--- src/verilog/icache_pkg.sv ---
`default_nettype none

package icache_pkg;

  // ======================================================================
  // address and data geometry
  // ======================================================================

  // byte address width
  localparam int ADDR_W = 32;

  // fetch word and bus data width
  localparam int WORD_W = 32;

  // one line is four words, 16 bytes
  localparam int LINE_WORDS = 4;
  localparam int WOFS_W     = 2;

  // byte offset inside a word
  localparam int BYTE_W = 2;

  // ======================================================================
  // associativity
  // ======================================================================

  localparam int WAY_NUM = 4;
  localparam int WAY_W   = 2;

  // ======================================================================
  // controller states
  // ======================================================================

  typedef enum logic [1:0] {
    IDLE,
    LOOKUP,
    REFILL
  } ctrl_state_e;

endpackage

`default_nettype wire

--- src/verilog/icache_ctrl.sv ---
`default_nettype none

module icache_ctrl #(
  parameter int SET_W = 4
) (
  input  logic                          clk_i,
  input  logic                          rst_i,
  input  logic                          req_i,
  input  logic [icache_pkg::ADDR_W-1:0] addr_i,
  input  logic                          flush_i,
  input  logic                          hit_i,
  input  logic                          refill_done_i,
  output logic                          ready_o,
  output logic                          valid_o,
  output logic                          flush_done_o,
  output logic                          cache_miss_o,
  output logic                          rd_en_o,
  output logic                          flush_o,
  output logic                          refill_start_o,
  output logic                          tag_wr_o,
  output logic [icache_pkg::ADDR_W-1:0] addr_q_o
);
  import icache_pkg::*;

  ctrl_state_e       state_q;
  ctrl_state_e       state_d;
  logic [ADDR_W-1:0] addr_q;

  // ======================================================================
  // next state and strobes
  // ======================================================================
  always_comb begin
    state_d        = state_q;
    ready_o        = 1'b0;
    valid_o        = 1'b0;
    flush_done_o   = 1'b0;
    cache_miss_o   = 1'b0;
    rd_en_o        = 1'b0;
    refill_start_o = 1'b0;
    tag_wr_o       = 1'b0;
    unique case (state_q)
      IDLE: begin
        // flush takes the cycle, no request accepted
        if (flush_i) begin
          flush_done_o = 1'b1;
        end else begin
          ready_o = 1'b1;
          if (req_i) begin
            rd_en_o = 1'b1;
            state_d = LOOKUP;
          end
        end
      end
      LOOKUP: begin
        if (hit_i) begin
          valid_o = 1'b1;
          // next request may enter while this one answers
          ready_o = 1'b1;
          if (req_i) begin
            rd_en_o = 1'b1;
          end else begin
            state_d = IDLE;
          end
        end else begin
          cache_miss_o   = 1'b1;
          refill_start_o = 1'b1;
          state_d        = REFILL;
        end
      end
      REFILL: begin
        // line complete, install tag and look up again
        if (refill_done_i) begin
          tag_wr_o = 1'b1;
          rd_en_o  = 1'b1;
          state_d  = LOOKUP;
        end
      end
      default: begin
        state_d = IDLE;
      end
    endcase
  end

  assign flush_o  = flush_done_o;
  assign addr_q_o = addr_q;

  always_ff @(posedge clk_i or negedge rst_i) begin
    if (!rst_i) begin
      state_q <= IDLE;
    end else begin
      state_q <= state_d;
    end
  end

  // address of the access in flight
  always_ff @(posedge clk_i) begin
    if (req_i && ready_o) begin
      addr_q <= addr_i;
    end
  end

  // ======================================================================
  // checks
  // ======================================================================
  assert property (@(posedge clk_i) disable iff (!rst_i)
    valid_o |-> (state_q == LOOKUP));

  // done only arrives while a line is being fetched
  assert property (@(posedge clk_i) disable iff (!rst_i)
    refill_done_i |-> (state_q == REFILL));

endmodule

`default_nettype wire

--- config.mk ---
export PLATFORM = sky130hd
export DESIGN_NAME = icache_ctrl
export DESIGN_NICKNAME = d
export VERILOG_FILES = /design/src/verilog/icache_pkg.sv /design/src/verilog/icache_ctrl.sv
export SDC_FILE = /design/constraint.sdc
export NUM_CORES = 1
export LEC_CHECK = 0
export BUFFER_PORTS_ARGS = -buffer_cell sky130_fd_sc_hd__buf_2
export CORE_ASPECT_RATIO = 1.4
export CORE_UTILIZATION = 36
export CTS_CLUSTER_SIZE = 12
export DETAILED_ROUTE_END_ITERATION = 10
export PLACE_DENSITY = 0.8
export SYNTH_ARGS = -nofsm -noshare
export SYNTH_HDL_FRONTEND = slang
export SYNTH_SLANG_ARGS = --single-unit
--- constraint.sdc ---
create_clock -name clk_i -period 2.5 [get_ports clk_i]
set_input_delay 0.75 -clock clk_i [delete_from_list [all_inputs] [get_ports clk_i]]
set_output_delay 0.75 -clock clk_i [all_outputs]
set_load 0.1 [all_outputs]
==> impl_metrics.toml, run 1 <==
[place]
io_buffers = 77
place_area_um2 = 1670
place_hpwl_mm = 1.73
place_ws_ns = 0.197
dp.cells = 163
gp_congestion = 0.772

[layout]
area_delta_synth_final_pct = 57.2
final_area_um2 = 1760
diodes = 0
final_core_util_pct = 60.4
drive_above_1_share_pct = 68.7
final_nets = 171
final_cells = 171
fill_cells = 253

[cts]
cts_tree = "done"
ctsResizeCount = 0
cts-hold-fix-buffers = 0
cts_inserted_buffers = 5
path_clk_slew_ns = 0.06
cts.sinks = 34
worstSkewPairLatency_ns = 0.27
cts-root-buf = "clkbuf_8"
clk_path_buf_depth = 2
post_cts_buffers = 0
htreeDepth = 2

[global_route]
grt_pass1_vias = 688
grt_overflow = 0
antenna_found_initial = 0
grt_usage_pct = 13.5
grt_max_degree = 33
grt_first_pass_wirelength_mm = 3.04

[floorplanning]
io_pins = 78
die_area_um2 = 3330
die_h_um = 67.9
die_x_um = 49.1
initial_core_util_pct = 38.4
coreArea_um2 = 2910
fp-row-count = 23

[route]
ant_nets = 0
drc = 0
dr.pass1.iters = 4
routed_via_density = 4.17
dr.first_iter.drc_count = 6
drt-total-wl_mm = 2.13
wl_per_cell_um = 12.5
via_count = 713

[timing]
setup_ws_ns = 0.187
slew_headroom_pct = 67.3
skew_ns = 0.00497
setup_viol = 0
finalCritPeriodShare_pct = 92.5
worst_slew_pin_slew_ns = 0.494
min_period_ns = 2.31
hold_viol = 0
rsz0062_at_grt = "no"
slew_violations = 0
max_freq_mhz = 432

[critical_path]
arrival_ns = 1.56
critPathKind = "input pin to output port"
cp-start-kind = "input pin"
end_kind = "output port"
r2r_setup_slack_ns = 1.01
cp.required_ns = 1.75
path_max_fanout = 4

[status]
status = "finished clean"

[synth]
yosys_warnings = 0
synth_area_um2 = 1120
syn_area_per_cell_um2 = 22.3
yosysSeqAreaShare_pct = 90.5
synth_cell_types = 13
syn_inst = 50
synth-seq-cells = 34
syn-num-nets = 88

[power_and_ir_drop]
powerDensity_nw_per_um2 = 1190
power.leakage_nw = 0.756
peakVddDrop_uv = 708

[job]
drv_cap = 0

[worst_hold_path]
hp-class = "input pin to async pin"
logic make-up after synthesis:
| family | after synthesis | synth area share (%) |
|---|---|---|
| compound gates | 4 | 2.57 |
| buf+inv | 4 | 2.02 |
| flops | 34 | 90.5 |
| simple gates | 8 | 4.93 |
cell usage in the layout, fill, tap and decap left out, drive strengths merged:
cell | synthesis | routed
inv | 2 | 2
edfxtp | 32 | 32
clkbuf | 0 | 8
buf | 2 | 78
nor2 | 3 | 3
nor3b | 1 | 1
and3 | 1 | 1
o21ai | 1 | 1
nor3 | 1 | 1
nand2b | 2 | 2
a31o | 1 | 1
dfrtp | 2 | 2
o21bai | 2 | 2
through the flow:
step / hold WS, ns / setup TNS, ns / total power [mW]
2_1_floorplan: 0.454 / -0.703 / 1.51
3_3_place_gp: 0.536 / 0 / 1.69
3_5_place_dp: 0.538 / 0 / 1.71
4_1_cts: 0.239 / 0 / 2.10
5_1_grt: 0.233 / 0 / 2.15
6_report: 0.246 / 0 / 2.08
layout make-up:
| cell class | count | area, um^2 | share of cell area (%) |
|---|---|---|---|
| well taps | 37 | 46.3 | 2.64 |
| inverters | 2 | 7.51 | 0.427 |
| clock buffers | 8 | 90.1 | 5.13 |
| flip-flops and latches | 34 | 1010 | 57.6 |
| repair buffers | 78 | 495 | 28.2 |
| multi-input cells | 12 | 106 | 6.05 |
worst max-delay path: stages:
cell	delay, ns
buf_2	0.13
o21ai_1	0.35
o21bai_2	0.15
buf_12	0.18
registers in the layout, summed over array words and instances, names as in the netlist:
| signal | cells |
|---|---|
| addr_q_o | 32 |
| state_q | 2 |
power by group:
| part | switching, mW | internal (mW) |
|---|---|---|
| Clock | 0.167 | 0.224 |
| Combinational | 0.767 | 0.180 |
| Sequential | 0.0269 | 0.716 |
cell usage after synthesis:
| cell type | n | area, um^2 |
|---|---|---|
| o21ai_1 | 1 | 5.00 |
| nor2_1 | 3 | 11.3 |
| and3_4 | 1 | 11.3 |
| nor3_2 | 1 | 10.0 |
| o21bai_1 | 2 | 15.0 |
| nand2b_1 | 1 | 6.26 |
| dfrtp_1 | 2 | 50.1 |
| buf_4 | 2 | 15.0 |
| edfxtp_1 | 32 | 961 |
| inv_1 | 2 | 7.51 |
| a31o_1 | 1 | 8.76 |
| nand2b_2 | 1 | 8.76 |
| nor3b_1 | 1 | 7.51 |
path summary, 6_finish.rpt:
| path | start | endpoint | cells after the start |
|---|---|---|---|
| max | hit_i | rd_en_o | 4 |
| max reg2reg | state_q[0] | addr_q_o[21] | 4 |
| max in group asynchronous | rst_i | state_q[0] | 1 |
| min | rst_i | state_q[1] | 1 |
| min in group clk_i | addr_i[10] | addr_q_o[10] | 1 |
| min reg2reg | state_q[0] | state_q[1] | 2 |
routing by layer:
metal,vias up,GRT usage (%),part of all wire (%)
met1,309,11.6,32
met5,-,0,0
met2,51,23.5,55
met4,0,8.82,0.47
met3,2,8.22,12
li1,351,-,-
No activity file was read; power rests on OpenSTA's default activity.
==> inputs of run 2 (changes only) <==
--- a/config.mk
+++ b/config.mk
@@ -7,10 +7,11 @@
 export LEC_CHECK = 0
 export BUFFER_PORTS_ARGS = -buffer_cell sky130_fd_sc_hd__buf_2
 export CORE_ASPECT_RATIO = 1.4
-export CORE_UTILIZATION = 36
+export CORE_UTILIZATION = 37
+export CTS_BUF_LIST = sky130_fd_sc_hd__clkbuf_8
 export CTS_CLUSTER_SIZE = 12
 export DETAILED_ROUTE_END_ITERATION = 10
-export PLACE_DENSITY = 0.8
+export PLACE_DENSITY = 0.82
 export SYNTH_ARGS = -nofsm -noshare
 export SYNTH_HDL_FRONTEND = slang
 export SYNTH_SLANG_ARGS = --single-unit
==> impl_metrics.toml, run 2 (synthesized netlist as in run 1, its figures left out) <==
[status]
status = "finished clean"

[cts]
cts-hold-fix-buffers = 0
cts_inserted_buffers = 5
path_clk_slew_ns = 0.06
cts-root-buf = "clkbuf_8"
cts.sinks = 34
clk_path_buf_depth = 2
post_cts_buffers = 0
htreeDepth = 2
cts_tree = "done"
ctsResizeCount = 0
worstSkewPairLatency_ns = 0.28

[critical_path]
r2r_end = "addr_q_o[12]"
r2r_setup_slack_ns = 0.92
path_max_fanout = 4
arrival_ns = 1.54
worst_path_max_delay_cell = "o21ai_1"
startpoint = "hit_i"
worstReg2RegStart = "state_q[0]"
cp_cell_sequence = "buf_2 -> o21ai_1 -> o21bai_2 -> buf_12"
critPathKind = "input pin to output port"
path_buf_inv = 2
cpLargestDelayFamily = "compound AO/OA/AOI/OAI gates"
cp-start-kind = "input pin"
cp_num_cells = 4
slowest_delay_ns = 0.33
end_kind = "output port"
worstRegToRegCells = 4
cp-endpoint = "rd_en_o"
cp.required_ns = 1.75

[floorplanning]
fp-row-count = 23
coreArea_um2 = 2880
initial_core_util_pct = 38.8
die_h_um = 67.0
io_pins = 78
die_x_um = 48.4
die_area_um2 = 3250

[power_and_ir_drop]
peakVddDrop_uv = 891
power.leakage_nw = 0.759
powerDensity_nw_per_um2 = 1170

[layout]
final_cells = 171
diodes = 0
drive_above_1_share_pct = 67.9
largest_register_ffs = 32
final_cell_mix = "buf_2, edfxtp_1, buf_12"
final_common_cell = "buf_2"
final_nets = 171
area_delta_synth_final_pct = 55.2

[route]
wl_per_cell_um = 12.2
drt-total-wl_mm = 2.09
dr.first_iter.drc_count = 6
drc = 0
via_count = 740
dr.pass1.iters = 4
ant_nets = 0
routed_via_density = 4.33

[job]
drv_cap = 0

[global_route]
grt_first_pass_wirelength_mm = 3.08
grt_max_degree = 33
grt.met3_usage_pct = 6.16
antenna_found_initial = 0
met2_usage_pct = 23.6
grt_pass1_vias = 740
grt_usage_pct = 13.6
grt-busiest-layer = "met2"
met1_usage_pct = 13.0
grt_overflow = 0

[place]
gp_congestion = 0.773
place_hpwl_mm = 1.65
io_buffers = 77
dp.cells = 163

[timing]
slew_headroom_pct = 67.2
fin_tns_setup_ns = 0
skew_ns = 0.00617
rsz0062_at_grt = "no"
slew_violations = 0
hold_viol = 0
max_freq_mhz = 436
setup_viol = 0
finalCritPeriodShare_pct = 91.7
min_period_ns = 2.29
worst_slew_pin_slew_ns = 0.495

[worst_hold_path]
hp-class = "input pin to async pin"
-- run 2: cell types whose count changed in the layout (fill, tap and decap cells not counted) --
cell and change:
inv_1 +3, clkbuf_1 -2, buf_12 -1, buf_4 +1
clkbuf_8 -1
-- run 2: report_power, final --
part | leakage (nW) | switching [mW] | internal, mW
Combinational | 0.382 | 0.763 | 0.172
Clock | 0.0519 | 0.167 | 0.185
Sequential | 0.325 | 0.0274 | 0.717
-- run 2: area by class of cell --
type / instances / area (um^2)
fill: 227 / 1140
sequential: 34 / 1010
timing repair buffer: 78 / 483
multi-input combinational: 12 / 106
clock buffer: 5 / 68.8
tap: 37 / 46.3
clock inverter: 3 / 11.3
inverter: 2 / 7.51
-- run 2: worst min path at each step --
stage | to | slack, ns
detailed placement | state_q[0] | 0.54
global route | state_q[0] | 0.24
floorplan | state_q[0] | 0.45
CTS | state_q[0] | 0.24
global placement | state_q[0] | 0.54
finish | state_q[0] | 0.24
-- run 2: per-stage QoR --
step	setup WS [ns]	area (um^2)	power [mW]	hold slack, ns	utilization (%)
2_1_floorplan	-0.311	1150	1.51	0.454	-
3_3_place_gp	0.230	1650	1.68	0.535	57.5
3_5_place_dp	0.219	1650	1.70	0.540	57.5
4_1_cts	0.219	1730	2.05	0.235	60.3
5_1_grt	0.158	1730	2.10	0.236	60.3
6_report	0.208	1730	2.03	0.244	60.3
-- run 2: metal layers --
layer	part of all wire, %	vias to the layer above
met3	11	6
li1	-	352
met1	35	324
met5	0	-
met2	52	58
met4	2.3	0
-- run 2: worst register-to-register path: stages (launching register included) --
cell,delay [ns]
dfrtp_1,0.38
inv_1,0.19
o21ai_1,0.18
nor2_2,0.13
buf_4,0.36
