==> src/verilog/icache_pkg.sv <==
`default_nettype none

package icache_pkg;

  // ======================================================================
  // address and data geometry
  // ======================================================================

  // byte address width
  localparam int ADDR_W = 32;

  // fetch word and bus data width
  localparam int WORD_W = 32;

  // one line is four words, 16 bytes
  localparam int LINE_WORDS = 4;
  localparam int WOFS_W     = 2;

  // byte offset inside a word
  localparam int BYTE_W = 2;

  // ======================================================================
  // associativity
  // ======================================================================

  localparam int WAY_NUM = 4;
  localparam int WAY_W   = 2;

  // ======================================================================
  // controller states
  // ======================================================================

  typedef enum logic [1:0] {
    IDLE,
    LOOKUP,
    REFILL
  } ctrl_state_e;

endpackage

`default_nettype wire

==> src/verilog/icache_plru.sv <==
`default_nettype none

module icache_plru #(
  parameter int SET_W = 4
) (
  input  logic                           clk_i,
  input  logic                           rst_i,
  input  logic [SET_W-1:0]               set_i,
  input  logic                           hit_i,
  input  logic [icache_pkg::WAY_W-1:0]   hit_way_i,
  input  logic [icache_pkg::WAY_NUM-1:0] way_valid_i,
  output logic [icache_pkg::WAY_W-1:0]   victim_way_o
);
  import icache_pkg::*;

  localparam int SETS = 1 << SET_W;

  // root bit and two leaf bits per set
  logic [SETS-1:0]      b0_q;
  logic [SETS-1:0][1:0] b1_q;
  logic [WAY_W-1:0]     inv_way;
  logic [WAY_W-1:0]     plru_way;
  logic                 all_valid;

  always_ff @(posedge clk_i or negedge rst_i) begin
    if (!rst_i) begin
      b0_q <= '0;
      b1_q <= '0;
    end else if (hit_i) begin
      b0_q[set_i]               <= hit_way_i[0];
      b1_q[set_i][hit_way_i[0]] <= hit_way_i[1];
    end
  end

  // lowest numbered empty way
  always_comb begin
    inv_way = '0;
    for (int w = WAY_NUM - 1; w >= 0; w--) begin
      if (!way_valid_i[w]) begin
        inv_way = WAY_W'(w);
      end
    end
  end

  // walk away from the recently used half
  assign plru_way[0] = ~b0_q[set_i];
  assign plru_way[1] = ~b1_q[set_i][plru_way[0]];

  assign all_valid    = &way_valid_i;
  assign victim_way_o = all_valid ? plru_way : inv_way;

endmodule

`default_nettype wire

==> config.mk <==
export PLATFORM = sky130hd
export DESIGN_NAME = icache_plru
export DESIGN_NICKNAME = d
export VERILOG_FILES = /design/src/verilog/icache_pkg.sv /design/src/verilog/icache_plru.sv
export SDC_FILE = /design/constraint.sdc
export NUM_CORES = 1
export LEC_CHECK = 0
export BUFFER_PORTS_ARGS = -buffer_cell sky130_fd_sc_hd__buf_2
export CORE_AREA = 4 4 71 73
export DETAILED_ROUTE_END_ITERATION = 12
export DIE_AREA = 0 0 75 77
export GPL_TIMING_DRIVEN = 0
export PLACE_DENSITY = 0.84
export SLEW_MARGIN = 20
export SYNTH_ARGS = -nofsm -noshare
export SYNTH_HDL_FRONTEND = slang
export SYNTH_SLANG_ARGS = --single-unit
==> constraint.sdc <==
create_clock -name clk_i -period 2.6 [get_ports clk_i]
set_input_delay 0.52 -clock clk_i [delete_from_list [all_inputs] [get_ports clk_i]]
set_output_delay 0.52 -clock clk_i [all_outputs]
set_load 0.005 [all_outputs]
==> reports/metrics.yaml, run 1 <==
logic_synthesis:
  yosys.area.top_type_share_pct: 47.36
  syn-instance-count: 227
  synth.lib_cells_used.distinct: 38
  post_synth_edffs: 0
  synthArstFlopShare_pct: 100.0
  synth_seq_cells: 48
  synthFlopType: "sky130_fd_sc_hd__dfrtp_1"
  ys_seq_area_share_pct: 47.36
  mappedNetlistArea_mm2: 0.002536
  yosys_warnings: 0
  syn_nets: 240
  syn_avg_cell_area_um2: 11.17
  post_synth_main_area_contributors: "sky130_fd_sc_hd__dfrtp_1 (47%), sky130_fd_sc_hd__mux2_2 (8.9%), sky130_fd_sc_hd__mux4_2 (7.1%)"
  synthDominantAreaCellType: "sky130_fd_sc_hd__dfrtp_1"
routing:
  route.detailed.vias_per_inst: 6.261
  wl_per_cell_um: 18.76
  detailroute.via_count: 1872
  met1_routed_wirelength_after_detailed_routing_mm: 2.280
  met2_length_mm: 2.840
  wl_met3_um: 393
  uppermost_routed_layer: "met4"
  drt_wl_total_mm: 5.609
  drt_pass1_iterations: 4
  route.detailed.drc: 0
  antenna_violating_nets_post_route: 0
  drtIter0Drc: 166
timing:
  max_freq_mhz: 390.7
  max-slew-margin-rel_pct: 60.25
  clock_skew_ps: 0
  report.final.setup_viol: 0
  final_hold_viol_count: 0
  post-route-period-util_pct: 98.44
  finalWorstPathRequiredPeriod_ps: 2559
  timing.final.max_slew_violations: 0
  grt_setup_unrepaired: "true"
  final.hold.worst_slack_ps: 215.9
  worstMarginPinSlew_ps: 596.3
power_and_ir_drop:
  max-vdd-ir-drop_uv: 405.8
  powerDensity_mw_per_mm2: 655.7
  clk_pwr_share_pct: 26.1
  power.share.sequential_pct: 53.2
  power.net_switching_mw: 0.5034
  power.static_leakage_nw: 1.267
  cell_internal_pwr_mw: 1.340
  combinationalPowerShare_pct: 20.6
  switching_share_pct: 27.31
clock_tree:
  cts_setup_buffers: 0
  clkLatencyLatePin_ps: 300
  htree_levels: 2
  cts.hold.buffers_added: 0
  tritoncts_sink_count: 48
  cts_root_buf: "sky130_fd_sc_hd__clkbuf_8"
  cts_buffers: 5
  clkTransAtPathRegs_ps: 80
  clockBufferDepth: 2
  cts_tree: "built"
setup_path:
  worst-r2r-cell-count: 1
  crit_arrival_ps: 2040
  setup.worst_path.class: "input pin to output pin"
  critical_path_buf_inv_count: 4
  setup.worst_path.end_class: "output pin"
  critPathSlowestCell: "sky130_fd_sc_hd__o22ai_1"
  worst-path-max-fanout: 10
  critical_path_required_ps: 2080
  reg2reg_to: "b1_q[28]$_DFFE_PN0P_"
  cpLargestDelayFamily: "compound AO/OA/AOI/OAI gates"
  cpPeakStageDelay_ps: 240
  worst_setup_path_start_kind: "input pin"
  setup.reg_to_reg.worst_slack_ps: 1790
  reg2reg_from: "b1_q[28]$_DFFE_PN0P_"
  cell_breakdown_of_the_critical_path: "buf_8 -> buf_12 -> clkbuf_4 -> nand2b_1 -> o22ai_1 -> o22ai_2 -> a211oi_2 -> o311a_1 -> buf_2"
cells_and_area:
  fin_cells: 299
  final_design_area_no_fill_mm2: 0.002811
  flow.area_growth_from_synthesis_pct: 10.85
  final_core_utilization_pct: 64.57
  finish.net_count: 260
  final_layout_size_suffix_gt1_share_pct: 26.32
  n_antenna_cell: 0
placement:
  dp.cells: 291
  placement.io_buffers: 12
  gpl.final_weighted_congestion: 0.8877
  placedInstanceArea_mm2: 0.002661
  dp.final_hpwl_mm: 3.915
floorplanning:
  initial_utilization_pct: 58.25
  placeableCoreArea_mm2: 0.004354
  std_cell_rows: 24
  die_w_um: 75
  die_area_mm2: 0.005775
  die_h_um: 77
  io_pins: 15
grt:
  number_of_antenna_violations_at_the_first_check_in_global_routing: 0
  grt_pass1_wl_mm: 9.335
  grt_pass1_vias: 1893
  largest_net_degree_at_the_start_of_global_routing: 49
  grt_remaining_overflow: 0
  gr-usage-all-layers_pct: 21.43
outcome:
  outcome: "finished clean"
flow_run:
  drv.max_cap_violation_count: 0
min_path:
  hold_path.class: "input pin to asynchronous set/reset pin"
[cell usage after synthesis (2+ instances only)]
| cell | n |
|---|---|
| sky130_fd_sc_hd__mux4_1 | 3 |
| sky130_fd_sc_hd__nor2_1 | 16 |
| sky130_fd_sc_hd__clkbuf_1 | 9 |
| sky130_fd_sc_hd__mux2i_1 | 3 |
| sky130_fd_sc_hd__nand4_1 | 4 |
| sky130_fd_sc_hd__inv_1 | 3 |
| sky130_fd_sc_hd__mux2_2 | 20 |
| sky130_fd_sc_hd__mux2_1 | 14 |
| sky130_fd_sc_hd__buf_6 | 3 |
| sky130_fd_sc_hd__o21ai_0 | 12 |
| sky130_fd_sc_hd__dfrtp_1 | 48 |
| sky130_fd_sc_hd__o22ai_1 | 2 |
| sky130_fd_sc_hd__nand2_1 | 38 |
| sky130_fd_sc_hd__nand2b_1 | 3 |
| sky130_fd_sc_hd__mux4_2 | 8 |
| sky130_fd_sc_hd__nor3_1 | 13 |
| sky130_fd_sc_hd__buf_2 | 3 |
| sky130_fd_sc_hd__nand3_1 | 5 |
[flip-flops by register name, summed over array words and instances (netlist names)]
signal and count:
b0_q 16, b1_q 32
[cells by family (layout without fill, tap and decap cells)]
family | after synthesis | after routing | share of synthesized area, %
buffers and inverters | 21 | 41 | 4.686
AO/OA/AOI/OAI | 23 | 23 | 5.920
AND/OR/NAND/NOR | 87 | 87 | 15.54
multiplexers | 48 | 48 | 26.49
flip-flops | 48 | 48 | 47.36
[area by class of cell]
type,count,area [um2]
plain buffers,18,128.9
flip-flops and latches,48,1201
inverters,3,11.26
repair buffers,13,87.58
multi-input cells,158,1221
clock buffers,7,96.34
well taps,52,65.06
fillers,332,1543
[per-stage QoR]
step	setup TNS [ps]	worst slack, ps	power [mW]
4_1_cts	0	6.051	1.826
3_5_place_dp	-36.04	-36.04	1.357
5_1_grt	-51.06	-51.06	1.933
3_3_place_gp	-58.68	-58.68	1.332
2_1_floorplan	0	217.9	1.239
6_report	0	40.53	1.844
[worst max-delay path by stage]
stage               startpoint              end  cells after the start  slack [ps]
floorplan             set_i[0]  victim_way_o[1]                      5         220
global placement      set_i[1]  victim_way_o[1]                      8         -60
detailed placement    set_i[1]  victim_way_o[1]                      8         -40
CTS                   set_i[0]  victim_way_o[1]                      7           6
global route          set_i[0]  victim_way_o[1]                      9         -50
finish                set_i[0]  victim_way_o[1]                      9          40
[cell usage in the layout (no fill, tap or decap), drive strengths merged, types with 3 or more instances in the layout]
cell type	netlist	routed
buf	8	19
clkbuf	10	19
dfrtp	48	48
inv	3	3
mux2	34	34
mux2i	3	3
mux4	11	11
nand2	38	38
nand2b	3	3
nand3	5	5
nand4	4	4
nor2	16	16
nor3	13	13
o21ai	12	12
o22ai	3	3
[repair_timing]
item | 4_1_cts | 5_1_grt
setup endpoints to repair | 1 | 2
pin swaps | 0 | 1
gates resized for setup | 1 | 12
gates cloned | 0 | 1
[power by group through the flow]
stage,combinational [mW],sequential [mW],clock [mW]
final,0.381,0.981,0.482
after global routing,0.420,0.999,0.514
after CTS,0.366,0.979,0.482
after detailed placement,0.363,0.995,0
after global placement,0.351,0.982,0
after floorplan,0.282,0.956,0
[layer usage]
layer,up-vias,global-route usage [%]
met5,-,0
met2,79,32.67
met4,0,8.185
met3,14,5.490
li1,846,-
met1,933,29.12
Power figures use the tool's default switching activity.
==> inputs of run 2 (changes only) <==
--- a/config.mk
+++ b/config.mk
@@ -5,12 +5,13 @@
 export SDC_FILE = /design/constraint.sdc
 export NUM_CORES = 1
 export LEC_CHECK = 0
+export ABC_AREA = 1
 export BUFFER_PORTS_ARGS = -buffer_cell sky130_fd_sc_hd__buf_2
-export CORE_AREA = 4 4 71 73
+export CORE_AREA = 4 4 72 74
 export DETAILED_ROUTE_END_ITERATION = 12
-export DIE_AREA = 0 0 75 77
+export DIE_AREA = 0 0 76 78
 export GPL_TIMING_DRIVEN = 0
-export PLACE_DENSITY = 0.84
+export PLACE_DENSITY = 0.85
 export SLEW_MARGIN = 20
 export SYNTH_ARGS = -nofsm -noshare
 export SYNTH_HDL_FRONTEND = slang
==> run 2 against run 1 <==
Compared with the run above:
- non-clock buffer count decreased by 5
- global-route usage up 1.6 points
- via count up 35%
- sequential power is 0.7% lower
- die area is 2.6% higher
- clock skew unchanged
- area after synthesis grew 5.7%
- sequential share of layout area fell by 1.6 points
- sequential cell count is the same
- largest cell class is now sequential cells
==> reports/metrics.yaml, run 2 <==
outcome:
  outcome: "finished clean"
routing:
  route.detailed.drc: 0
  drtIter0Drc: 284
  drt_wl_total_mm: 6.441
  drt_pass1_iterations: 5
  route.detailed.vias_per_inst: 5.384
  detailroute.via_count: 2525
  wl_per_cell_um: 13.73
  antenna_violating_nets_post_route: 0
timing:
  max_freq_mhz: 447.8
  timing.final.max_slew_violations: 0
  grt_setup_unrepaired: "false"
  final.hold.worst_slack_ps: 207.1
  report.final.setup_viol: 0
  worstMarginPinSlew_ps: 607.0
  max-slew-margin-rel_pct: 59.54
  clock_skew_ps: 0
  post-route-period-util_pct: 85.88
  finalWorstPathRequiredPeriod_ps: 2233
  total_negative_setup_slack_ps: 0
  final_hold_viol_count: 0
  postLayoutSetupSlackWorst_ps: 367.0
floorplanning:
  die_h_um: 78
  die_w_um: 76
  std_cell_rows: 25
  io_pins: 15
  placeableCoreArea_mm2: 0.004598
  initial_utilization_pct: 58.29
  die_area_mm2: 0.005928
grt:
  gr-usage-all-layers_pct: 23.05
  largest_net_degree_at_the_start_of_global_routing: 49
  grt_remaining_overflow: 0
  number_of_antenna_violations_at_the_first_check_in_global_routing: 0
  grt_pass1_wl_mm: 10.86
  grt_pass1_vias: 2274
logic_synthesis:
  post_synth_edffs: 0
  syn-instance-count: 395
  post_synth_top_cells: "sky130_fd_sc_hd__nand2_1 (179), sky130_fd_sc_hd__inv_1 (64), sky130_fd_sc_hd__dfrtp_1 (48)"
  syn_nets: 408
  yosys.area_share.adder_pct: 0
  library_cell_with_the_highest_instance_count_after_synthesis: "sky130_fd_sc_hd__nand2_1"
  mappedNetlistArea_mm2: 0.002680
  synth_top_family_by_area: "simple AND/OR/NAND/NOR gates"
  simple_gate_fraction_of_synth_area_pct: 30.30
  ys_seq_area_share_pct: 44.82
  post_synth_main_area_contributors: "sky130_fd_sc_hd__dfrtp_1 (45%), sky130_fd_sc_hd__nand2_1 (25%), sky130_fd_sc_hd__inv_1 (9.0%)"
  synth_compound_area_share_pct: 11.67
  synth.area.mux_share_pct: 0
  syn_avg_cell_area_um2: 6.785
  yosys.area.top_type_share_pct: 44.82
  synthFlopType: "sky130_fd_sc_hd__dfrtp_1"
  synth.lib_cells_used.distinct: 20
  yosys_warnings: 0
  synth_seq_cells: 48
  yosys.area_share.xor_xnor_pct: 0
  synthArstFlopShare_pct: 100.0
  synthDominantAreaCellType: "sky130_fd_sc_hd__dfrtp_1"
clock_tree:
  htree_levels: 2
  tritoncts_sink_count: 48
  post_cts_resize_count: 0
  cts_tree: "built"
  cts_setup_buffers: 0
  cts_root_buf: "sky130_fd_sc_hd__clkbuf_8"
  cts.hold.buffers_added: 0
  clockBufferDepth: 2
  cts_buffers: 5
  clkLatencyLatePin_ps: 310
  clkTransAtPathRegs_ps: 90
cells_and_area:
  registers.top_by_ff_count: "b1_q"
  final_layout_size_suffix_gt1_share_pct: 8.434
  final.fill_count: 425
  fin_cells: 469
  top_registers: "b1_q x32, b0_q x16"
  finish.net_count: 427
  n_antenna_cell: 0
  layout.cells.most_common: "sky130_fd_sc_hd__nand2_1"
  flow.area_growth_from_synthesis_pct: 8.870
  final_core_utilization_pct: 63.46
  final_cell_mix: "sky130_fd_sc_hd__nand2_1 (179), sky130_fd_sc_hd__inv_1 (64), sky130_fd_sc_hd__dfrtp_1 (48)"
  final_design_area_no_fill_mm2: 0.002918
  largest_reg_flops: 32
power_and_ir_drop:
  power.static_leakage_nw: 1.605
  powerDensity_mw_per_mm2: 675.4
  power_mw: 1.971
  max-vdd-ir-drop_uv: 302.8
min_path:
  hold_path.class: "input pin to asynchronous set/reset pin"
placement:
  dp.cells: 461
  placement.io_buffers: 12
  post-place-ws_ps: 394.3
  dp.final_hpwl_mm: 4.411
  gpl.final_weighted_congestion: 0.9443
  placedInstanceArea_mm2: 0.002808
setup_path:
  worst_setup_path_start_kind: "input pin"
  worst-path-max-fanout: 10
  reg2reg_from: "b1_q[12]$_DFFE_PN0P_"
  crit_arrival_ps: 1710
  critical_path_required_ps: 2080
  reg2reg_to: "b1_q[12]$_DFFE_PN0P_"
  worst-r2r-cell-count: 2
  setup.reg_to_reg.worst_slack_ps: 1840
  setup.worst_path.end_class: "output pin"
  setup.worst_path.class: "input pin to output pin"
flow_run:
  drv.max_cap_violation_count: 0
[run 2: cell type report]
cell class	instances	area (um2)	area share, %
inverters	66	255.2	8.748
flip-flops and latches	48	1201	41.17
well taps	54	67.56	2.316
multi-input cells	267	1125	38.55
clock inverters	2	35.03	1.201
plain buffers	14	98.84	3.388
clock buffers	6	72.57	2.487
repair buffers	12	62.56	2.144
[run 2: critical path: stages]
cell and delay (ps):
sky130_fd_sc_hd__buf_6 130, sky130_fd_sc_hd__inv_8 90, sky130_fd_sc_hd__buf_6 160, sky130_fd_sc_hd__nand2_1 60
sky130_fd_sc_hd__nand2_1 80, sky130_fd_sc_hd__nand2_1 60, sky130_fd_sc_hd__nand2_1 60, sky130_fd_sc_hd__nand2_1 50
sky130_fd_sc_hd__nand2_1 70, sky130_fd_sc_hd__inv_1 40, sky130_fd_sc_hd__nand2_1 70, sky130_fd_sc_hd__nand2_1 50
sky130_fd_sc_hd__nand2_1 50, sky130_fd_sc_hd__nand2_1 50, sky130_fd_sc_hd__nand2_1 60, sky130_fd_sc_hd__buf_2 100
[run 2: metal layers]
metal	GRT usage, %	vias up	part of all wire [%]
met2	35.10	123	45
li1	-	1237	-
met1	30.96	1141	43
met3	5.684	24	9.6
met4	10.32	0	2.7
met5	0	-	0
[run 2: worst max-delay path by stage]
stage             start               to
2_1_floorplan  set_i[0]  victim_way_o[1]
3_3_place_gp   set_i[0]  victim_way_o[1]
3_5_place_dp   set_i[0]  victim_way_o[1]
4_1_cts        set_i[0]  victim_way_o[1]
5_1_grt        set_i[0]  victim_way_o[1]
6_report       set_i[0]  victim_way_o[1]
[run 2: power by group]
group	switching [mW]	total [mW]	internal, mW	leakage, nW
clock	0.253	0.539	0.286	0.0552
combinational	0.292	0.458	0.166	0.957
sequential	0.0684	0.974	0.906	0.593
total	0.613	1.97	1.36	1.60
[run 2: cells by family (layout without fill, tap and decap cells)]
logic type	after synthesis	count (layout)
AOI/OAI and AO/OA	60	60
and+or+nand+nor	207	207
buffers and inverters	80	100
DFF	48	48
