**config.mk**
```make
export PLATFORM = sky130hd
export DESIGN_NAME = icache_refill
export DESIGN_NICKNAME = d
export VERILOG_FILES = /design/src/verilog/icache_pkg.sv /design/src/verilog/icache_refill.sv
export SDC_FILE = /design/constraint.sdc
export NUM_CORES = 1
export LEC_CHECK = 0
export BUFFER_PORTS_ARGS = -buffer_cell sky130_fd_sc_hd__buf_2
export CORE_MARGIN = 3
export CORE_UTILIZATION = 25
export CTS_CLUSTER_DIAMETER = 120
export DETAILED_ROUTE_END_ITERATION = 10
export PLACE_DENSITY_LB_ADDON = 0.05
export SYNTH_ARGS = -nofsm -noshare
export SYNTH_HDL_FRONTEND = slang
export SYNTH_SLANG_ARGS = --single-unit
```
**constraint.sdc**
```tcl
create_clock -name clk_i -period 1.54 [get_ports clk_i]
set_input_delay 0.077 -clock clk_i [delete_from_list [all_inputs] [get_ports clk_i]]
set_output_delay 0.077 -clock clk_i [all_outputs]
set_load 0.02 [all_outputs]
```
**src/verilog/icache_pkg.sv**
```systemverilog
`default_nettype none

package icache_pkg;

  // ======================================================================
  // address and data geometry
  // ======================================================================

  // byte address width
  localparam int ADDR_W = 32;

  // fetch word and bus data width
  localparam int WORD_W = 32;

  // one line is four words, 16 bytes
  localparam int LINE_WORDS = 4;
  localparam int WOFS_W     = 2;

  // byte offset inside a word
  localparam int BYTE_W = 2;

  // ======================================================================
  // associativity
  // ======================================================================

  localparam int WAY_NUM = 4;
  localparam int WAY_W   = 2;

  // ======================================================================
  // controller states
  // ======================================================================

  typedef enum logic [1:0] {
    IDLE,
    LOOKUP,
    REFILL
  } ctrl_state_e;

endpackage

`default_nettype wire

```
**src/verilog/icache_refill.sv**
```systemverilog
`default_nettype none

module icache_refill (
  input  logic                          clk_i,
  input  logic                          rst_i,
  input  logic                          start_i,
  input  logic [icache_pkg::ADDR_W-1:0] line_adr_i,
  input  logic [icache_pkg::WORD_W-1:0] wb_dat_i,
  input  logic                          wb_ack_i,
  output logic                          wb_cyc_o,
  output logic                          wb_stb_o,
  output logic                          wb_we_o,
  output logic [icache_pkg::ADDR_W-1:0] wb_adr_o,
  output logic                          beat_we_o,
  output logic [icache_pkg::WOFS_W-1:0] beat_ofs_o,
  output logic [icache_pkg::WORD_W-1:0] beat_data_o,
  output logic                          done_o
);
  import icache_pkg::*;

  logic [WOFS_W-1:0] beat_q;
  logic              cyc_q;
  logic              stb_q;
  logic              done_q;
  logic              last_beat;

  assign last_beat = (beat_q == WOFS_W'(LINE_WORDS - 1));

  // every ack lands one word in the arrays
  assign beat_we_o   = stb_q & wb_ack_i;
  assign beat_ofs_o  = beat_q;
  assign beat_data_o = wb_dat_i;

  always_ff @(posedge clk_i or negedge rst_i) begin
    if (!rst_i) begin
      cyc_q  <= 1'b0;
      stb_q  <= 1'b0;
      done_q <= 1'b0;
      beat_q <= '0;
    end else begin
      done_q <= 1'b0;
      if (start_i) begin
        cyc_q  <= 1'b1;
        stb_q  <= 1'b1;
        beat_q <= '0;
      end else if (beat_we_o) begin
        stb_q <= 1'b0;
        if (last_beat) begin
          cyc_q  <= 1'b0;
          done_q <= 1'b1;
        end else begin
          beat_q <= beat_q + 1'b1;
        end
      end else if (cyc_q && !stb_q) begin
        // one idle cycle between beats
        stb_q <= 1'b1;
      end
    end
  end

  assign wb_cyc_o = cyc_q;
  assign wb_stb_o = stb_q;
  assign wb_we_o  = 1'b0;
  assign wb_adr_o = {line_adr_i[ADDR_W-1:WOFS_W+BYTE_W], beat_q, {BYTE_W{1'b0}}};
  assign done_o   = done_q;

  assert property (@(posedge clk_i) disable iff (!rst_i)
    wb_stb_o |-> wb_cyc_o);

endmodule

`default_nettype wire

```
==> results by group, run 1 <==
Logic synthesis
  – Adder-Cell Fraction of Synth Area: 0.0173
  – Cell variety after synth: 14
  – Synth Area in Simple Gates: 0.0744
  – Yosys top cell area share: 0.675
  – #FFs+latches synth: 5
  – Synthesized area per cell: between 8 and 9 um^2
  – Compound-Gate Fraction of Synth Area: 0.0208
  – Largest family of logic cells by synthesized area: buffers and inverters
  – Warnings, synthesis: 0
  – Mapped Area: 723 um^2
  – Post-synthesis xor/xnor area fraction: 0
  – Yosys top cell by area: buf_4
  – Gate Count Post-Synth: 85
  – Mux contribution to synthesized area: 0.0346
  – Sequential area share after synthesis: 0.173
  – Synth top area cells: buf_4, dfrtp_1, mux2_4

Setup path
  – Crit Path Class: reg2reg
  – CP startpoint: beat_ofs_o[0]
  – Max stage delay on crit path: ~420 ps
  – FF-to-FF Start: beat_ofs_o[0]
  – Peak fanout along the critical path: 5
  – CP endpoint kind: flop
  – Worst Reg2Reg Path Length in Cells: 3
  – Worst path slowest cell: dfrtp_1
  – WP data arrival: 1480 ps
  – WP data required: roughly 1700 ps
  – Reg2reg end: beat_ofs_o[0]
  – Flop2flop setup slack: 180 ps
  – Startpoint types: flop
  – Worst path cell trace: ha_1 -> and3b_4 -> mux2_4

Floorplan
  – Die area: roughly 3600 um^2
  – Core box area: 2610 um^2
  – Initial core utilization: 0.277
  – IO Count: about 140
  – Die W: about 60 um
  – Core Rows: 18
  – Die Ht: 59.8 um

Power and ir drop
  – Power Dens Cells: 1010 nW/um^2
  – Internal power: around 0.27 mW
  – Combinational power share: 0.194
  – Clk pwr share: 0.412
  – Power share of the sequential group: 0.394
  – Switch share: 0.288
  – LEAKAGE: 0.182 nW
  – VDD IR max: ~0.30 mV
  – Net Switching: 0.108 mW

CTS
  – TritonCTS Buffers: 3
  – CTS root buf: clkbuf_4
  – Clock Tree Buf Depth: 2
  – H-tree depth: 1
  – Clk slew on worst S/H paths: 50 ps
  – Sink Count: 5
  – Worst-Skew Late Latency: 240 ps
  – CTS tree: yes

GRT
  – M3 GR Usage: 0.0346
  – GR Util met1: 0.0297
  – Met2 usage: 0.0910
  – Grt total ovfl: 0
  – Pin count of the biggest net entering global routing: 8
  – Gr busiest metal: met2
  – Vias in the first global route: 311
  – Initial antenna violation count: 0
  – Gr usage total: 0.0547
  – Wire length of the first global-routing pass: around 1400 um

Final layout
  – Share of cells above drive strength 1: 0.421
  – ANT cells: 0
  – Most common cell after layout, fill and taps aside: buf_2
  – Most frequent cells in the layout: buf_2, dfrtp_1, nor2_1, conb_1, clkbuf_4
  – Nets: 108
  – Area Overhead vs Synth: -48.6%

Timing
  – Setup Viol. Count Final: 0
  – Unrepaired setup endpoints after global routing: no
  – Fmax: 0.735 GHz
  – Final setup margin: 179 ps
  – Hold Vio Cnt, Final: 0
  – Fin. max-slew vios: 0
  – Final cycle utilization of the critical path: 0.884
  – Min cycle time layout: 1360 ps
  – Sum Neg Setup Slack: 0 ps
  – Final clock skew: 0.578 ps

Drt
  – DRC: 0
  – 1st-pass router iterations: 2
  – DRT iter0 DRCs: 2
  – Routed WL: 988 um
  – Detail Route Antenna Nets: 0
  – Average vias per placed instance: 4.07
  – Wirelength per Cell: 14.5 um
  – Via count: 277

Hold path
  – HP Start: start_i
  – Worst Hold End: done_o
  – HP Class: in2reg
  – Hold Crit Depth: 2

Place
  – Pre-CTS setup slack: 178 ps
  – RePlAce Congestion: 0.604
  – Post-detailed-placement half-perimeter wirelength: 797 um
  – Port bufs: 11

Outcome
  – Run status: finished, final reports clean

Run
  – Max Cap Viol: 0
## worst max path at each step
stage                          endpoint  slack (ps)  cells after the start
after detailed placement  beat_ofs_o[0]         180                      3
after floorplan           beat_ofs_o[0]         130                      3
after CTS                 beat_ofs_o[0]         170                      3
after global routing      beat_ofs_o[0]         140                      3
final                     beat_ofs_o[0]         180                      3
after global placement    beat_ofs_o[0]         210                      3
## sequential cells by signal (all words and copies together) (netlist names)
name        count
wb_stb_o        1
done_o          1
wb_cyc_o        1
beat_ofs_o      2
## power groups by stage
| stage | logic (mW) | registers, mW | clock network, mW |
|---|---|---|---|
| floorplan | 0.278 | 0.156 | 0 |
| global placement | 0.0738 | 0.149 | 0 |
| detailed placement | 0.0713 | 0.149 | 0 |
| CTS | 0.0735 | 0.147 | 0.160 |
| global route | 0.0801 | 0.148 | 0.172 |
| finish | 0.0726 | 0.147 | 0.154 |
## stage by stage
step	cell area, um^2	utilization	hold slack, ps	instances	total power [mW]
6_report	372	0.142	92.5	68	0.373
3_3_place_gp	335	0.128	-94.3	63	0.222
5_1_grt	372	0.142	94.6	68	0.400
4_1_cts	372	0.142	83.5	68	0.381
2_1_floorplan	731	-	-219	87	0.434
3_5_place_dp	335	0.128	-97.9	63	0.221
## per-layer routing
| layer | up-vias | wire length (um) |
|---|---|---|
| met5 | - | 0 |
| met4 | 0 | 68 |
| met3 | 18 | 186 |
| met2 | 36 | 505 |
| met1 | 122 | 228 |
| li1 | 101 | - |
## final cells by class
class	count	area, um^2
Multi-Input combinational cell	17	118
Timing Repair Buffer	12	65.1
Clock buffer	4	26.3
Sequential cell	5	125
Tap cell	30	37.5
Fill cell	301	2240
## synthesized netlist by cell type
library cell	instances
ha_1	1
conb_1	1
nor2_1	3
o21bai_1	1
nor2b_1	1
nand3_1	1
a21o_1	1
mux2i_1	1
dfrtp_1	5
buf_4	65
nand2b_1	2
and2_1	1
and3b_4	1
mux2_4	1
## kinds of logic after synthesis
kind of cell             count (synthesis)
adder cells (fa/ha/maj)                  1
multiplexers                             2
other                                    1
flip-flops                               5
AND/OR/NAND/NOR                          9
buffers and inverters                   65
AO/OA/AOI/OAI                            2
## what timing repair did
action / in CTS / in global routing
gates resized for setup: 0 / 0
buffers inserted: 0 / 0
endpoints found under the hold margin: 5 / 0
hold buffers: 1 / 0
## worst max-delay path, delay by kind of cell (launching register included)
family                     cells  cell delay (ps)
adders and majority gates      1              230
DFF                            1              420
muxes                          1              290
and+or+nand+nor                1              310
No activity file was read; power rests on OpenSTA's default activity.
==> inputs of run 2 (changes only) <==
--- a/config.mk
+++ b/config.mk
@@ -6,7 +6,7 @@
 export NUM_CORES = 1
 export LEC_CHECK = 0
 export BUFFER_PORTS_ARGS = -buffer_cell sky130_fd_sc_hd__buf_2
-export CORE_MARGIN = 3
+export CAP_MARGIN = 30
 export CORE_UTILIZATION = 25
 export CTS_CLUSTER_DIAMETER = 120
 export DETAILED_ROUTE_END_ITERATION = 10
==> results by group, run 2 (synthesized netlist as in run 1, its figures left out) <==
Timing
  – Unrepaired setup endpoints after global routing: no
  – Final cycle utilization of the critical path: 0.874
  – Min cycle time layout: roughly 1300 ps
  – Final clock skew: between 1.5 and 2 ps
  – Setup Viol. Count Final: 0
  – Sum Neg Setup Slack: 0 ps
  – Hold WS: 93.1 ps
  – Hold Vio Cnt, Final: 0
  – Fin. max-slew vios: 0
  – Fmax: 0.743 GHz

GRT
  – Grt total ovfl: 0
  – Initial antenna violation count: 0
  – Gr usage total: 0.0601
  – Pin count of the biggest net entering global routing: 8
  – Vias in the first global route: 259
  – Wire length of the first global-routing pass: 1350 um

Outcome
  – Run status: finished, final reports clean

Power and ir drop
  – Power Dens Cells: roughly 990 nW/um^2
  – Design Power: 0.370 mW
  – VDD IR max: around 0.35 mV
  – LEAKAGE: 0.182 nW

Drt
  – Routed metal-1 wire length: about 260 um
  – Wirelength per Cell: around 14 um
  – Routed wl met2: 489 um
  – WL met3: 186 um
  – Via count: 268
  – Detail Route Antenna Nets: 0
  – Top Layer Used: met4
  – Average vias per placed instance: 3.88
  – Routed WL: between 900 and 1000 um
  – 1st-pass router iterations: 2
  – DRC: 0
  – DRT iter0 DRCs: 5

CTS
  – Sink Count: 5
  – Clk slew on worst S/H paths: about 40 ps
  – TritonCTS Buffers: 3
  – CTS tree: yes
  – Worst-Skew Late Latency: 240 ps
  – CTS root buf: clkbuf_4
  – H-tree depth: 1
  – Clock Tree Buf Depth: 2

Setup path
  – Startpoint types: flop
  – FF-to-FF Start: beat_ofs_o[0]
  – Peak fanout along the critical path: 5
  – WP data required: 1660 ps
  – Crit Path Class: reg2reg
  – CP endpoint kind: flop
  – CP startpoint: beat_ofs_o[0]
  – WP data arrival: 1470 ps

Hold path
  – HP Class: in2reg
  – HP Start: start_i

Final layout
  – Most frequent cells in the layout: buf_2, dfrtp_1, nor2_1, conb_1, clkbuf_4
  – Nets: 108
  – Multi-input logic area: roughly 120 um^2
  – Max reg flops: 2
  – Share of cells above drive strength 1: 0.421
  – Area Overhead vs Synth: -48.4%
  – Fillers: between 300 and 400
  – ANT cells: 0
  – Storage element area: roughly 130 um^2
  – Final Non-Filler Cells: 69
  – Most common cell after layout, fill and taps aside: buf_2
  – Fin util: 0.135

Place
  – Placed insts: 64
  – Port bufs: 11
  – RePlAce Congestion: approximately 0.62

Run
  – Max Cap Viol: 0

Floorplan
  – Core box area: 2760 um^2
  – Die area: 3110 um^2
  – Core Rows: 19
  – Die W: 55.8 um
  – Initial core utilization: 0.262
  – IO Count: between 100 and 150
  – Die Ht: 55.8 um
[run 2: cell counts in the layout (fill, tap and decap cells not counted)]
No cell type changed its count.
[run 2: power by group]
| part | switching, mW | total (mW) | internal (mW) |
|---|---|---|---|
| Sequential | 0.00777 | 0.147 | 0.139 |
| Clock | 0.0528 | 0.151 | 0.0979 |
| Combinational | 0.0440 | 0.0730 | 0.0291 |
| Total | 0.105 | 0.370 | 0.266 |
[run 2: worst max-delay path, cell delays in order, from the launching register on]
cell and delay, ps:
dfrtp_1 410, ha_1 220, and3b_4 310, mux2_4 290
[run 2: path summary, 6_finish.rpt]
| path | endpoint | depth (start not counted) | slack [ps] |
|---|---|---|---|
| min in group asynchronous | beat_ofs_o[0] | 2 | 180 |
| max in group asynchronous | wb_cyc_o | 2 | 1220 |
| setup / recovery | beat_ofs_o[0] | 3 | 190 |
| setup reg to reg | beat_ofs_o[0] | 3 | 190 |
| hold / removal | done_o | 2 | 90 |
| hold reg to reg | wb_cyc_o | 1 | 500 |
[run 2: routing by layer]
metal	global-route usage	vias up
met5	0	-
met3	0.0442	8
met1	0.0344	121
met2	0.103	38
met4	0.0714	0
li1	-	101
[run 2: stage by stage]
stage	area (um^2)	setup slack, ps
global route	373	164
global placement	337	211
floorplan	731	133
CTS	373	192
finish	373	194
detailed placement	337	197
[run 2: timing repair]
action | in CTS | in global routing
hold buffers | 1 | 0
setup buffers | 0 | 0
resized for setup | 0 | 0
hold endpoints to repair | 5 | 0
[run 2: cell type report]
| class | instances | area share |
|---|---|---|
| clock buffers | 4 | 0.0705 |
| multi-input cells | 17 | 0.315 |
| repair buffers | 12 | 0.174 |
| well taps | 31 | 0.104 |
| flip-flops and latches | 5 | 0.336 |
==> inputs of run 3 (changes only) <==
--- a/config.mk
+++ b/config.mk
@@ -7,9 +7,13 @@
 export LEC_CHECK = 0
 export BUFFER_PORTS_ARGS = -buffer_cell sky130_fd_sc_hd__buf_2
 export CAP_MARGIN = 30
-export CORE_UTILIZATION = 25
+export CELL_PAD_IN_SITES_DETAIL_PLACEMENT = 1
+export CELL_PAD_IN_SITES_GLOBAL_PLACEMENT = 1
+export CORE_UTILIZATION = 14
+export CTS_BUF_LIST = sky130_fd_sc_hd__clkbuf_2
 export CTS_CLUSTER_DIAMETER = 120
 export DETAILED_ROUTE_END_ITERATION = 10
+export MAX_ROUTING_LAYER = met4
 export PLACE_DENSITY_LB_ADDON = 0.05
 export SYNTH_ARGS = -nofsm -noshare
 export SYNTH_HDL_FRONTEND = slang
==> results by group, run 3 (synthesized netlist as in run 1, its figures left out) <==
Final layout
  – Fin util: 0.0849
  – ANT cells: 0
  – Share of cells above drive strength 1: 0.447
  – Fin area: 412 um^2
  – Nets: 108
  – Area Overhead vs Synth: -43.1%
  – Most frequent cells in the layout: buf_2, dfrtp_1, clkbuf_2
  – Most common cell after layout, fill and taps aside: buf_2
  – Max reg flops: 2

Setup path
  – Worst path cell trace: ha_1 -> and3b_4 -> mux2_4
  – Startpoint types: flop
  – Max stage delay on crit path: 430 ps
  – CP top delay family: flip-flops
  – Crit Path Class: reg2reg
  – Flop2flop setup slack: 150 ps
  – Worst path buffer plus inverter count: 0
  – FF-to-FF Start: beat_ofs_o[0]
  – Peak fanout along the critical path: 5
  – WP data arrival: 1500 ps
  – Worst Reg2Reg Path Length in Cells: 3
  – Worst path slowest cell: dfrtp_1
  – Reg2reg end: beat_ofs_o[0]
  – WP data required: 1650 ps
  – CP endpoint kind: flop

Floorplan
  – IO Count: 139
  – Die area: 5460 um^2
  – Die Ht: 73.9 um
  – Core Rows: 25
  – Core box area: 4850 um^2
  – Initial core utilization: 0.149
  – Die W: 73.9 um

CTS
  – Worst-Skew Late Latency: 220 ps
  – Postcts setup bufs: 0
  – Clk slew on worst S/H paths: ~70 ps
  – H-tree depth: 1
  – Sink Count: 5
  – Clock Tree Buf Depth: 2
  – CTS tree: yes
  – CTS root buf: clkbuf_2
  – TritonCTS Buffers: 3

Hold path
  – HP Class: in2reg
  – Worst Hold End: done_o
  – Hold Crit Depth: 2
  – HP Start: start_i

Run
  – Max Cap Viol: 0

GRT
  – Vias in the first global route: a little under 300
  – Grt total ovfl: 0
  – Wire length of the first global-routing pass: 1390 um
  – Pin count of the biggest net entering global routing: 8
  – Gr usage total: 0.0382
  – Initial antenna violation count: 0

Timing
  – Fin. max-slew vios: 0
  – Final cycle utilization of the critical path: 0.903
  – Setup Viol. Count Final: 0
  – Final clock skew: between 3 and 4 ps
  – Min cycle time layout: 1390 ps
  – Unrepaired setup endpoints after global routing: no
  – Fmax: 0.719 GHz
  – Sum Neg Setup Slack: 0 ps
  – Hold Vio Cnt, Final: 0

Drt
  – DRT iter0 DRCs: 0
  – Detail Route Antenna Nets: 0
  – Via count: between 200 and 300
  – 1st-pass router iterations: 1
  – Wirelength per Cell: 9.36 um
  – Average vias per placed instance: 2.76
  – DRC: 0
  – Routed WL: between 900 and 1000 um

Power and ir drop
  – Power Dens Cells: 854 nW/um^2
  – VDD IR max: between 0.15 and 0.2 mV
  – Design Power: 0.351 mW
  – LEAKAGE: 0.184 nW

Place
  – RePlAce Congestion: ~0.62
  – Port bufs: 11
  – Placed instance area: 382 um^2

Outcome
  – Run status: finished, final reports clean
## run 3: cell counts in the layout (fill, tap and decap cells not counted)
No cell type changed its count.
## run 3: final cells by class
class	count	area, um^2
Sequential cell	5	125
Tap cell	67	83.8
Clock buffer	4	20.0
Multi-Input combinational cell	17	118
Fill cell	584	4440
Timing Repair Buffer	12	65.1
## run 3: how the worst max path moves through the flow
stage / startpoint / to / depth (start not counted)
global placement: beat_ofs_o[0] / beat_ofs_o[0] / 3
global route: beat_ofs_o[0] / beat_ofs_o[0] / 3
finish: beat_ofs_o[0] / beat_ofs_o[0] / 3
detailed placement: beat_ofs_o[0] / beat_ofs_o[0] / 3
CTS: beat_ofs_o[0] / beat_ofs_o[0] / 3
floorplan: beat_ofs_o[0] / beat_ofs_o[0] / 3
## run 3: stage by stage
step	setup WS [ps]	instances	hold slack, ps
6_report	149	105	99.8
5_1_grt	111	105	109
4_1_cts	135	105	92.1
3_5_place_dp	151	100	-86.1
3_3_place_gp	190	100	-86.9
2_1_floorplan	133	87	-219
## run 3: repair_timing
item | 4_1_cts | 5_1_grt
gates resized for setup | 0 | 0
hold buffers | 1 | 0
hold endpoints to repair | 5 | 0
## run 3: worst register-to-register path, cell delays in order (launching register included)
cell and delay, ps:
dfrtp_1 430, ha_1 240, and3b_4 320, mux2_4 300
## run 3: where the power goes
part	internal (mW)	total, mW	switching (mW)
sequential	0.138	0.147	0.00838
clock	0.0690	0.131	0.0621
combinational	0.0291	0.0737	0.0446
total	0.236	0.351	0.115
## run 3: metal layers
metal  vias to the layer above  track usage  wire [um]
met2                        42       0.0398        363
met1                       130       0.0377        380
met3                        19       0.0219        176
met5                         -            -          0
met4                         0       0.0620         61
li1                         99            -          -
